### config.mk
export PLATFORM = sky130hd
export DESIGN_NAME = dispatch_top
export DESIGN_NICKNAME = d
export VERILOG_FILES = /design/src/hdl/uop_pkg.sv /design/src/hdl/pipe_ctl_pkg.sv /design/src/hdl/reorder_buffer.sv /design/src/hdl/issue_queue.sv /design/src/hdl/hazard.sv /design/src/hdl/dispatch_top.sv
export VERILOG_INCLUDE_DIRS = /design/src /design/src/hdl
export SDC_FILE = /design/constraint.sdc
export NUM_CORES = 1
export LEC_CHECK = 0
export BUFFER_PORTS_ARGS = -buffer_cell sky130_fd_sc_hd__buf_2
export CORE_ASPECT_RATIO = 0.7
export CORE_UTILIZATION = 40
export DETAILED_ROUTE_END_ITERATION = 8
export GPL_TIMING_DRIVEN = 0
export PLACE_DENSITY = 0.57
export SLEW_MARGIN = 20
export SYNTH_ARGS = -nofsm -noshare
export SYNTH_HDL_FRONTEND = slang
export SYNTH_SLANG_ARGS = --single-unit
### constraint.sdc
create_clock -name clk -period 6.5 [get_ports clk]
set_input_delay 1.3 -clock clk [delete_from_list [all_inputs] [get_ports clk]]
set_output_delay 1.3 -clock clk [all_outputs]
set_load 0.01 [all_outputs]
### src/hdl/core_defs.svh
`ifndef CORE_DEFS_SVH
`define CORE_DEFS_SVH

// reorder buffer entries
// must stay a power of two, the rob tag width is its log2
`define ROB_DEPTH 8

// issue queue slots
`define IQ_DEPTH 4

// architectural integer registers
`define NUM_AREGS 32

`endif

### src/hdl/uop_pkg.sv
`default_nettype none

`include "core_defs.svh"

package uop_pkg;

	// widths derived from the depth defines
	localparam int ROB_TAG_W = $clog2(`ROB_DEPTH);
	localparam int AREG_W = $clog2(`NUM_AREGS);

	typedef logic [ROB_TAG_W-1:0] rob_tag_t;
	typedef logic [AREG_W-1:0] areg_t;

	// source operand, busy until the producer writes back
	typedef struct packed {
		logic busy;
		rob_tag_t tag;
	} src_t;

	// renamed micro-op from the front end
	typedef struct packed {
		logic [31:0] pc;
		areg_t rd;
		logic has_rd;
		src_t src1;
		src_t src2;
		// opaque to this block, decoded in execute
		logic [7:0] op;
	} uop_t;

	// what execute receives
	typedef struct packed {
		uop_t uop;
		rob_tag_t tag;
	} iss_t;

	// retired entry
	typedef struct packed {
		logic [31:0] pc;
		areg_t rd;
		logic has_rd;
		rob_tag_t tag;
	} commit_t;

	// single-cycle writeback broadcast
	typedef struct packed {
		logic valid;
		rob_tag_t tag;
	} wb_t;

endpackage

`default_nettype wire

### src/hdl/pipe_ctl_pkg.sv
`default_nettype none

package pipe_ctl_pkg;

	// per-stage controls
	// f, d and r go to the front end
	typedef struct packed {
		logic stall_f;
		logic stall_d;
		logic stall_r;
		logic flush_d;
		logic flush_r;
		// empties rob and issue queue
		logic flush_q;
	} pipe_ctl_t;

	// occupancy reported by the back end structures
	typedef struct packed {
		logic rob_full;
		logic iq_full;
	} struct_stat_t;

endpackage

`default_nettype wire

### src/hdl/reorder_buffer.sv
`default_nettype none

`include "core_defs.svh"

module reorder_buffer (
	input logic clk,
	input logic rst,
	// allocation side, one uop per accepted beat
	input logic alloc,
	input uop_pkg::uop_t alloc_uop,
	output uop_pkg::rob_tag_t alloc_tag,
	// completion broadcast
	input uop_pkg::wb_t wb,
	input logic flush,
	// in-order retire
	output logic cmt_valid,
	output uop_pkg::commit_t cmt,
	input logic cmt_ready,
	output logic full
);
	import uop_pkg::*;

	localparam int DEPTH = `ROB_DEPTH;

	// pointers carry one wrap bit above the index
	typedef logic [ROB_TAG_W:0] ptr_t;

	ptr_t head;
	ptr_t tail;
	rob_tag_t head_idx;
	logic empty;
	logic cmt_fire;

	// per-entry completion flags
	logic [DEPTH-1:0] done;
	// retire payload, written once at allocation
	commit_t ent [DEPTH];

	assign head_idx = head[ROB_TAG_W-1:0];
	// tail slot is the tag the next uop receives
	assign alloc_tag = tail[ROB_TAG_W-1:0];

	// same index, different lap
	assign full = (head[ROB_TAG_W] != tail[ROB_TAG_W]) && (head_idx == alloc_tag);
	assign empty = (head == tail);

	// oldest entry retires only once written back
	assign cmt_valid = ~empty & done[head_idx];
	// head and done only move on a transfer, so cmt holds under back-pressure
	assign cmt = ent[head_idx];
	assign cmt_fire = cmt_valid & cmt_ready;

	// pointer and completion state
	always_ff @(posedge clk) begin
		if (rst || flush) begin
			head <= '0;
			tail <= '0;
			done <= '0;
		end else begin
			// alloc is already qualified by in_ready, never seen while full
			if (alloc) begin
				tail <= tail + 1'b1;
				done[alloc_tag] <= 1'b0;
			end
			// a fresh entry has not issued yet, so wb never hits the tail slot
			if (wb.valid) begin
				done[wb.tag] <= 1'b1;
			end
			if (cmt_fire) begin
				head <= head + 1'b1;
			end
		end
	end

	// payload capture
	always_ff @(posedge clk) begin
		if (alloc) begin
			ent[alloc_tag].pc <= alloc_uop.pc;
			ent[alloc_tag].rd <= alloc_uop.rd;
			ent[alloc_tag].has_rd <= alloc_uop.has_rd;
			ent[alloc_tag].tag <= alloc_tag;
		end
	end

endmodule

`default_nettype wire

### src/hdl/issue_queue.sv
`default_nettype none

`include "core_defs.svh"

module issue_queue (
	input logic clk,
	input logic rst,
	input logic alloc,
	input uop_pkg::uop_t alloc_uop,
	input uop_pkg::rob_tag_t alloc_tag,
	input uop_pkg::wb_t wb,
	input logic flush,
	output logic iss_valid,
	output uop_pkg::iss_t iss,
	input logic iss_ready,
	output logic full
);
	import uop_pkg::*;

	localparam int DEPTH = `IQ_DEPTH;
	localparam int IDX_W = $clog2(DEPTH);

	typedef logic [IDX_W-1:0] idx_t;

	// slot state
	logic [DEPTH-1:0] valid;
	uop_t uops [DEPTH];
	rob_tag_t tags [DEPTH];
	// count of younger live slots, unique per live slot
	idx_t age [DEPTH];

	logic [DEPTH-1:0] rdy;
	logic sel_found;
	idx_t sel_idx;
	idx_t sel_age;
	// selection held while execute back-pressures
	logic lock;
	idx_t lock_idx;
	idx_t iss_idx;
	idx_t free_idx;
	logic iss_fire;
	uop_t in_woken;

	// clear busy when the broadcast tag matches the producer
	function automatic src_t wake(src_t s, wb_t w);
		src_t r;
		r = s;
		if (w.valid && (w.tag == s.tag)) begin
			r.busy = 1'b0;
		end
		return r;
	endfunction

	// entering uop sees a same-cycle writeback too
	always_comb begin
		in_woken = alloc_uop;
		in_woken.src1 = wake(alloc_uop.src1, wb);
		in_woken.src2 = wake(alloc_uop.src2, wb);
	end

	always_comb begin
		for (int i = 0; i < DEPTH; i++) begin
			rdy[i] = valid[i] & ~uops[i].src1.busy & ~uops[i].src2.busy;
		end
	end

	// oldest ready slot wins
	always_comb begin
		sel_found = 1'b0;
		sel_idx = '0;
		sel_age = '0;
		for (int i = 0; i < DEPTH; i++) begin
			if (rdy[i] && (!sel_found || (age[i] > sel_age))) begin
				sel_found = 1'b1;
				sel_idx = idx_t'(i);
				sel_age = age[i];
			end
		end
	end

	// lowest free slot takes the next allocation
	always_comb begin
		free_idx = '0;
		for (int i = DEPTH - 1; i >= 0; i--) begin
			if (!valid[i]) begin
				free_idx = idx_t'(i);
			end
		end
	end

	// a locked slot stays ready since busy bits only ever clear
	assign iss_idx = lock ? lock_idx : sel_idx;
	assign iss_valid = lock | sel_found;
	assign iss.uop = uops[iss_idx];
	assign iss.tag = tags[iss_idx];
	assign iss_fire = iss_valid & iss_ready;
	assign full = &valid;

	always_ff @(posedge clk) begin
		if (rst || flush) begin
			valid <= '0;
			lock <= 1'b0;
			lock_idx <= '0;
			for (int i = 0; i < DEPTH; i++) begin
				age[i] <= '0;
			end
		end else begin
			// older slots lose the issued one from their younger count
			for (int i = 0; i < DEPTH; i++) begin
				if (valid[i]) begin
					age[i] <= age[i] + idx_t'(alloc)
						- idx_t'(iss_fire && (age[i] > age[iss_idx]));
				end
			end
			if (iss_fire) begin
				valid[iss_idx] <= 1'b0;
			end
			// free_idx is never the issued slot, that one is still valid
			if (alloc) begin
				valid[free_idx] <= 1'b1;
				age[free_idx] <= '0;
			end
			lock <= iss_valid & ~iss_ready;
			lock_idx <= iss_idx;
		end
	end

	// payload with wakeup, allocation overrides its own slot
	always_ff @(posedge clk) begin
		for (int i = 0; i < DEPTH; i++) begin
			uops[i].src1 <= wake(uops[i].src1, wb);
			uops[i].src2 <= wake(uops[i].src2, wb);
		end
		if (alloc) begin
			uops[free_idx] <= in_woken;
			tags[free_idx] <= alloc_tag;
		end
	end

endmodule

`default_nettype wire

### src/hdl/hazard.sv
`default_nettype none

module hazard (
	// instruction memory has returned data
	input logic i_data_ok,
	// predecode found a bad fetch, squash everything in flight
	input logic pd_fail,
	input pipe_ctl_pkg::struct_stat_t stat,
	output pipe_ctl_pkg::pipe_ctl_t ctl,
	output logic in_ready
);
	import pipe_ctl_pkg::*;

	logic busy;
	pipe_ctl_t c;

	// either back end structure out of room
	assign busy = stat.rob_full | stat.iq_full;

	always_comb begin
		c = '0;
		// fetch waits on imem or a full back end
		c.stall_f = ~i_data_ok | busy;
		// decode and rename also freeze while the flush is applied
		c.stall_d = busy | pd_fail;
		c.stall_r = busy | pd_fail;
		// bubble into decode when fetch has nothing
		c.flush_d = ~i_data_ok | pd_fail;
		c.flush_r = pd_fail;
		// rob and issue queue emptied together
		c.flush_q = pd_fail;
	end

	assign ctl = c;
	// rename hands over only when it is not stalled
	assign in_ready = ~c.stall_r;

endmodule

`default_nettype wire

### src/hdl/dispatch_top.sv
`default_nettype none

module dispatch_top (
	input logic clk,
	input logic rst,
	// renamed uops from the front end
	input logic in_valid,
	input uop_pkg::uop_t in_uop,
	output logic in_ready,
	input logic i_data_ok,
	input logic pd_fail,
	// execute port
	output logic iss_valid,
	output uop_pkg::iss_t iss,
	input logic iss_ready,
	// writeback broadcast from execute
	input uop_pkg::wb_t wb,
	// retire port
	output logic cmt_valid,
	output uop_pkg::commit_t cmt,
	input logic cmt_ready,
	output pipe_ctl_pkg::pipe_ctl_t ctl
);
	import uop_pkg::*;
	import pipe_ctl_pkg::*;

	// accepted beat, seen by both structures at once
	logic alloc;
	rob_tag_t alloc_tag;
	struct_stat_t stat;

	assign alloc = in_valid & in_ready;

	// tag source for every dispatched uop
	reorder_buffer u_rob (
		.clk(clk),
		.rst(rst),
		.alloc(alloc),
		.alloc_uop(in_uop),
		.alloc_tag(alloc_tag),
		.wb(wb),
		.flush(ctl.flush_q),
		.cmt_valid(cmt_valid),
		.cmt(cmt),
		.cmt_ready(cmt_ready),
		.full(stat.rob_full)
	);

	// holds the uop with its rob tag until operands are woken
	issue_queue u_iq (
		.clk(clk),
		.rst(rst),
		.alloc(alloc),
		.alloc_uop(in_uop),
		.alloc_tag(alloc_tag),
		.wb(wb),
		.flush(ctl.flush_q),
		.iss_valid(iss_valid),
		.iss(iss),
		.iss_ready(iss_ready),
		.full(stat.iq_full)
	);

	hazard u_hazard (
		.i_data_ok(i_data_ok),
		.pd_fail(pd_fail),
		.stat(stat),
		.ctl(ctl),
		.in_ready(in_ready)
	);

endmodule

`default_nettype wire

==> impl_metrics.csv, run 1 <==
group,metric,value,unit
route,highest_layer,"met4",
job,drv_cap,0,
layout,multi_input_area,0.00568,sq mm
layout,diodes,0,
die,die_w,290,microns
layout,fillers,4657,
synth,synth_nets,1205,
synth,synth.ff_latch_count,590,
die,io-pin-count,172,
layout,drive_gt1_share,38.9,%
global_route,grt_max_degree,40,
cts,numCtsBuffers,56,
synth,syn_area,0.0232,sq mm
worst_setup_path,critPathArrivalTime,5490,ps
timing,worst_pin_slew,1170,ps
synth,netlist_instances,1120,
synth,synth.distinct_cells,53,
timing,slew_headroom,21.5,%
route,dr.pass1.iters,5,
timing,fmax,147,MHz
global_route,grt_first_pass_wirelength,78.7,mm
layout,seqCellArea,0.0174,sq mm
place,place_congestion,0.810,
layout,fin_util,49.2,%
power_and_ir_drop,power.leakage,9.42,nW
die,dieArea,0.0590,sq mm
power_and_ir_drop,power_density,277,mW/mm^2
timing,finalSetupTns,-14280,ps
place,io_buffers,168,
route,via_per_inst,5.27,
layout,area_delta_synth_final,20.9,%
place,hpwl,34.4,mm
synth,ys_seq_area_share,74.9,%
synth,yosysTopAreaCell,"edfxtp_1",
route,wl_met2,24.9,mm
synth,yosys-top-cells-area,"edfxtp_1, mux4_2, dfxtp_1",
synth,yosys_warnings,0,
cts,cts_tree,"done",
route,wl_met3,2.42,mm
run_status,failed_checks,"negative setup slack",
global_route,overflow,0,
worst_setup_path,crit_path_end_kind,"primary output",
layout,finalNetCount,1499,
route,m1WireLength,24.2,mm
cts,worstSkewPairLatency,610,ps
route,antenna_left,0,
cts,cts-root-buf,"clkbuf_16",
global_route,grt.total_usage,18.0,%
route,drt_iter0_markers,912,
synth,synthArstFlopShare,0,%
cts,htreeDepth,2,
timing,hold_viol_final,0,
worst_setup_path,startpoint_type,"flop",
route,totalWireLength,52.5,mm
synth,synth_top_area_share,71.9,%
timing,post-route-min-period,6790,ps
power_and_ir_drop,ir_worst_vdd,0.000216,V
global_route,grt_pass1_vias,12068,
worst_setup_path,worstSetupPathType,"reg2out",
die,core_area,0.0571,sq mm
worst_setup_path,worstPathRequired,5200,ps
run_status,outcome,"complete, but fails checks",
place,dp_cells,2091,
die,die_h,204,microns
timing,rsz0062_at_grt,"yes",
synth,avgSynthCellArea,20.7,sq um
cts,clock_path_buffers,3,
worst_hold_path,hold_path.class,"reg2reg",
timing,layout_setup_ws,-295,ps
timing,maxSlewViolCount,0,
worst_setup_path,path_max_fanout,10,
route,drc_errors,0,
route,num_vias,11649,
route,routedWlPerCell,23.7,microns
cts,cts_num_sinks,590,
cts,cts.clk_slew.worst_paths,60,ps
timing,skew,26.1,ps
synth,yosysMostFrequentCell,"edfxtp_1",
global_route,antenna_found_initial,3,
synth,synth_edf_count,556,
timing,setup_viol,59,
timing,fin_crit_sh,105,%
layout,final_cells,2211,
cts,cts_hold_buf,0,
synth,synthTopCellsByCount,"edfxtp_1, mux4_2, nand2_1",
power_and_ir_drop,design_power_total,7.77,mW
synth,synth_ff_type,"edfxtp_1",
die,row_count,73,
die,initial_core_util,40.7,%
-- area by class of cell --
| class | instances | area share (%) |
|---|---|---|
| well taps | 750 | 3.34 |
| repair buffers | 236 | 6.21 |
| clock inverters | 40 | 1.34 |
| multi-input cells | 453 | 20.3 |
| clock buffers | 65 | 5.26 |
| inverters | 20 | 0.312 |
| flip-flops and latches | 590 | 61.9 |
| plain buffers | 57 | 1.34 |
-- registers in the layout, summed over array words and instances (netlist names), named ones only --
name,cells
u_rob.ent,328
u_iq.age,8
u_iq.lock,1
u_rob.tail,4
u_iq.lock_idx,2
u_iq.valid,4
u_rob.head,4
u_rob.done,8
u_iq.uops,216
u_iq.tags,12
-- power by group --
group	internal, mW	switching, mW	total (mW)
combinational	0.109	0.152	0.262
sequential	4.19	0.0110	4.20
clock	1.90	1.41	3.31
total	6.20	1.58	7.77
-- cell usage in the layout (no fill, tap or decap), types with 10 or more instances in the layout --
cell / count
a21oi_1: 10
edfxtp_1: 556
clkbuf_1: 30
inv_1: 14
mux4_2: 142
dfxtp_1: 33
nor2_1: 30
buf_2: 147
ha_1: 16
clkinv_1: 18
buf_6: 45
xnor2_1: 35
mux2_2: 41
xor2_1: 13
nand4_1: 12
nand2_1: 50
clkbuf_16: 57
buf_4: 48
-- worst max-delay path, cell delays in order, from the launching register on --
cell      delay, ps
edfxtp_1        440
nor3b_4         320
nand2_2         130
ha_4            290
nor2b_4         130
o21ai_2          80
a21oi_2         230
buf_4           170
a21oi_4          60
ha_4            290
nor2b_4         140
o21ai_2          70
a21oi_2         210
mux2_4          340
ha_4            220
nor2b_4         130
o21ai_4         160
a31oi_4         160
o21ai_4         200
buf_12          200
buf_16          170
mux4_2          560
buf_6           150
-- logic make-up (layout without fill, tap and decap cells) --
kind of cell / count (synthesis) / after routing / share of synthesized area (%)
adder cells (fa/ha/maj): 20 / 20 / 1.08
AND/OR/NAND/NOR: 141 / 141 / 2.97
AO/OA/AOI/OAI: 51 / 51 / 1.50
buffers and inverters: 77 / 418 / 1.55
multiplexers: 193 / 193 / 16.2
flip-flops: 590 / 590 / 74.9
XOR/XNOR: 48 / 48 / 1.81
-- timing repair --
item,CTS,global route
pin swaps,10,9
gates cloned,2,0
gates resized for setup,69,24
setup endpoints to repair,65,65
setup buffers,12,3
-- worst paths after layout --
kind                         start  slack, ps  cells after the start        endpoint
setup / recovery  u_iq.uops[0][15]       -290                     22          iss[2]
setup reg to reg  u_iq.uops[0][15]        -50                     32  u_iq.age[3][1]
hold reg to reg      u_rob.done[3]        470                      2   u_rob.done[3]
hold / removal       u_rob.done[3]        470                      2   u_rob.done[3]
-- metrics by stage --
step	hold slack [ps]	setup WS (ps)	cell area [sq um]
after floorplan	433	-9.36	23200
after global placement	447	-5110	25000
after detailed placement	461	-1230	25600
after CTS	469	-257	28000
after global routing	491	-471	28100
final	465	-295	28100
-- layer usage --
metal / vias up / global-route usage (%)
met4: 0 / 4.33
met1: 6134 / 25.8
met5: - / 0
met3: 58 / 3.19
li1: 5170 / -
met2: 287 / 28.8
Power figures use the tool's default switching activity.
==> inputs of run 2 (changes only) <==
HOLD_SLACK_MARGIN = 0.1   (was unset)
SETUP_SLACK_MARGIN = 0.05   (was unset)
==> impl_metrics.csv, run 2 (same netlist as run 1, synthesis figures left out) <==
group,metric,value,unit
run_status,outcome,"complete, but fails checks",
run_status,failed_checks,"negative setup slack",
power_and_ir_drop,ir_worst_vdd,0.000179,V
route,m1WireLength,25.1,mm
timing,skew,10.9,ps
worst_setup_path,crit_path_max_incr_delay,580,ps
layout,finalNetCount,1509,
layout,layout_commonest_cell,"edfxtp_1",
worst_setup_path,path_max_fanout,5,
timing,worst_pin_slew,1010,ps
layout,drive_gt1_share,39.6,%
route,drt_iter0_markers,834,
timing,slew_headroom,32.5,%
layout,area_delta_synth_final,22.3,%
cts,cts.clk_slew.worst_paths,70,ps
global_route,grt_first_pass_wirelength,79.8,mm
route,via_per_inst,5.27,
timing,setup_viol,59,
timing,hold_viol_final,0,
global_route,grt.total_usage,18.3,%
die,initial_core_util,40.7,%
place,dp_slack,-1120,ps
worst_setup_path,critPathArrivalTime,5550,ps
die,die_w,290,microns
timing,post-route-min-period,6850,ps
layout,regMostFlops,"u_rob.ent",
route,antenna_left,0,
worst_setup_path,crit_chain,"nor3b_4, nand2_2, ha_4, nor2b_4, o21ai_2, a21oi_2, a21oi_2, ha_1, nor2b_4, o21ai_2, a21oi_2, mux2_4, ha_4, nor2b_4, o21ai_4, a31oi_4, o21ai_4, buf_12, buf_8, buf_12, buf_16, mux4_2, buf_6",
route,routedWlPerCell,24.2,microns
die,dieArea,0.0590,sq mm
worst_setup_path,startpoint_type,"flop",
timing,layout_setup_ws,-354,ps
layout,diodes,0,
place,io_buffers,168,
worst_setup_path,r2r_setup_slack,-60,ps
cts,cts_tree,"done",
route,wl_met3,2.76,mm
worst_hold_path,hold_path_end,"u_rob.done[2]",
worst_hold_path,worstHoldPathCells,2,
layout,top_regs,"u_rob.ent: 328 flops, u_iq.uops: 216 flops, u_iq.tags: 12 flops",
worst_setup_path,r2r_start,"u_iq.uops[0][11]",
route,highest_layer,"met5",
place,dp_cells,2086,
layout,fin_util,49.7,%
global_route,grt_pass1_vias,12065,
layout,final_cells,2222,
route,wl_met2,24.9,mm
worst_setup_path,crit_path_end_kind,"primary output",
cts,worstSkewPairLatency,600,ps
place,place_congestion,0.814,
die,row_count,73,
worst_hold_path,min_from,"u_rob.done[2]",
global_route,grt_max_degree,41,
cts,cts_num_sinks,590,
route,dr.pass1.iters,5,
timing,maxSlewViolCount,0,
timing,fmax,146,MHz
die,core_area,0.0571,sq mm
worst_hold_path,hold_path.class,"reg2reg",
job,drv_cap,0,
layout,largest_reg_flops,328,
layout,final_cell_mix,"edfxtp_1, mux4_2, buf_2",
worst_setup_path,rr_worst_depth,33,
cts,cts-root-buf,"clkbuf_16",
worst_setup_path,worstSetupPathType,"reg2out",
die,io-pin-count,172,
worst_setup_path,r2r-end,"u_iq.age[3][1]",
die,die_h,204,microns
worst_setup_path,worstPathRequired,5200,ps
route,num_vias,11717,
timing,rsz0062_at_grt,"yes",
power_and_ir_drop,power_density,269,mW/mm^2
route,drc_errors,0,
timing,fin_crit_sh,105,%
place,hpwl,34.6,mm
global_route,overflow,0,
global_route,antenna_found_initial,3,
worst_setup_path,crit_slowest_cell,"mux4_2",
cts,numCtsBuffers,57,
cts,clock_path_buffers,3,
cts,htreeDepth,2,
route,totalWireLength,53.7,mm
power_and_ir_drop,power.leakage,9.50,nW
## run 2: cell count changes in the layout (fill, tap and decap cells not counted), moves of 3 or more
| cell | delta |
|---|---|
| inv_1 | -3 |
| bufinv_16 | -4 |
| buf_1 | +3 |
| buf_6 | +18 |
| buf_12 | +7 |
| buf_2 | -18 |
| ha_1 | -6 |
| clkbuf_16 | +3 |
| clkbuf_1 | +8 |
| ha_4 | +6 |
| clkbuf_2 | -3 |
| inv_2 | +3 |
## run 2: layout make-up
| type | count | area [sq um] |
|---|---|---|
| Clock buffer | 73 | 1530 |
| Fill cell | 4704 | 28700 |
| Buffer | 56 | 352 |
| Timing Repair Buffer | 246 | 2070 |
| Multi-Input combinational cell | 453 | 5780 |
| Inverter | 20 | 87.6 |
| Tap cell | 750 | 938 |
| Clock inverter | 34 | 244 |
| Sequential cell | 590 | 17400 |
## run 2: per-layer routing
layer | GRT usage, % | vias up
met5 | 0 | -
met4 | 4.39 | 4
met3 | 3.18 | 69
met2 | 28.4 | 309
met1 | 27.1 | 6153
li1 | - | 5182
## run 2: how the worst max path moves through the flow
| stage | from | to | cells past startpoint |
|---|---|---|---|
| 6_report | u_iq.uops[0][11] | iss[50] | 23 |
| 3_5_place_dp | u_iq.valid[0] | u_iq.age[2][1] | 31 |
| 2_1_floorplan | u_iq.uops[0][15] | u_iq.age[3][1] | 30 |
| 4_1_cts | u_iq.uops[0][11] | iss[50] | 23 |
| 5_1_grt | u_iq.uops[0][15] | iss[50] | 23 |
| 3_3_place_gp | pd_fail | u_rob.done[3] | 7 |
## run 2: stage by stage
step	TNS (ps)	hold slack (ps)	total power [mW]	cell area (sq um)
finish	-14670	478	7.64	28400
global route	-26150	495	7.88	28400
detailed placement	-52150	470	4.53	25600
global placement	-693830	445	4.52	25000
floorplan	0	433	4.39	23200
CTS	-13040	477	7.71	28000
## run 2: worst max-delay path, delay by kind of cell (launching register included)
kind / cells / cell delay (ps)
fa+ha+maj: 3 / 900
buf+inv: 5 / 670
compound gates: 8 / 1200
simple gates: 5 / 830
flops: 1 / 440
mux: 2 / 920
## run 2: repair_timing
item,CTS,global route
buffers inserted,17,9
setup endpoints to repair,65,65
gates cloned,5,1
pin swaps,18,29
hold buffers,0,0
gates resized for setup,78,66
## run 2: power breakdown
part	internal [mW]	leakage, nW	switching [mW]
Combinational	0.117	3.29	0.155
Sequential	4.19	5.35	0.0108
Clock	1.78	0.858	1.39
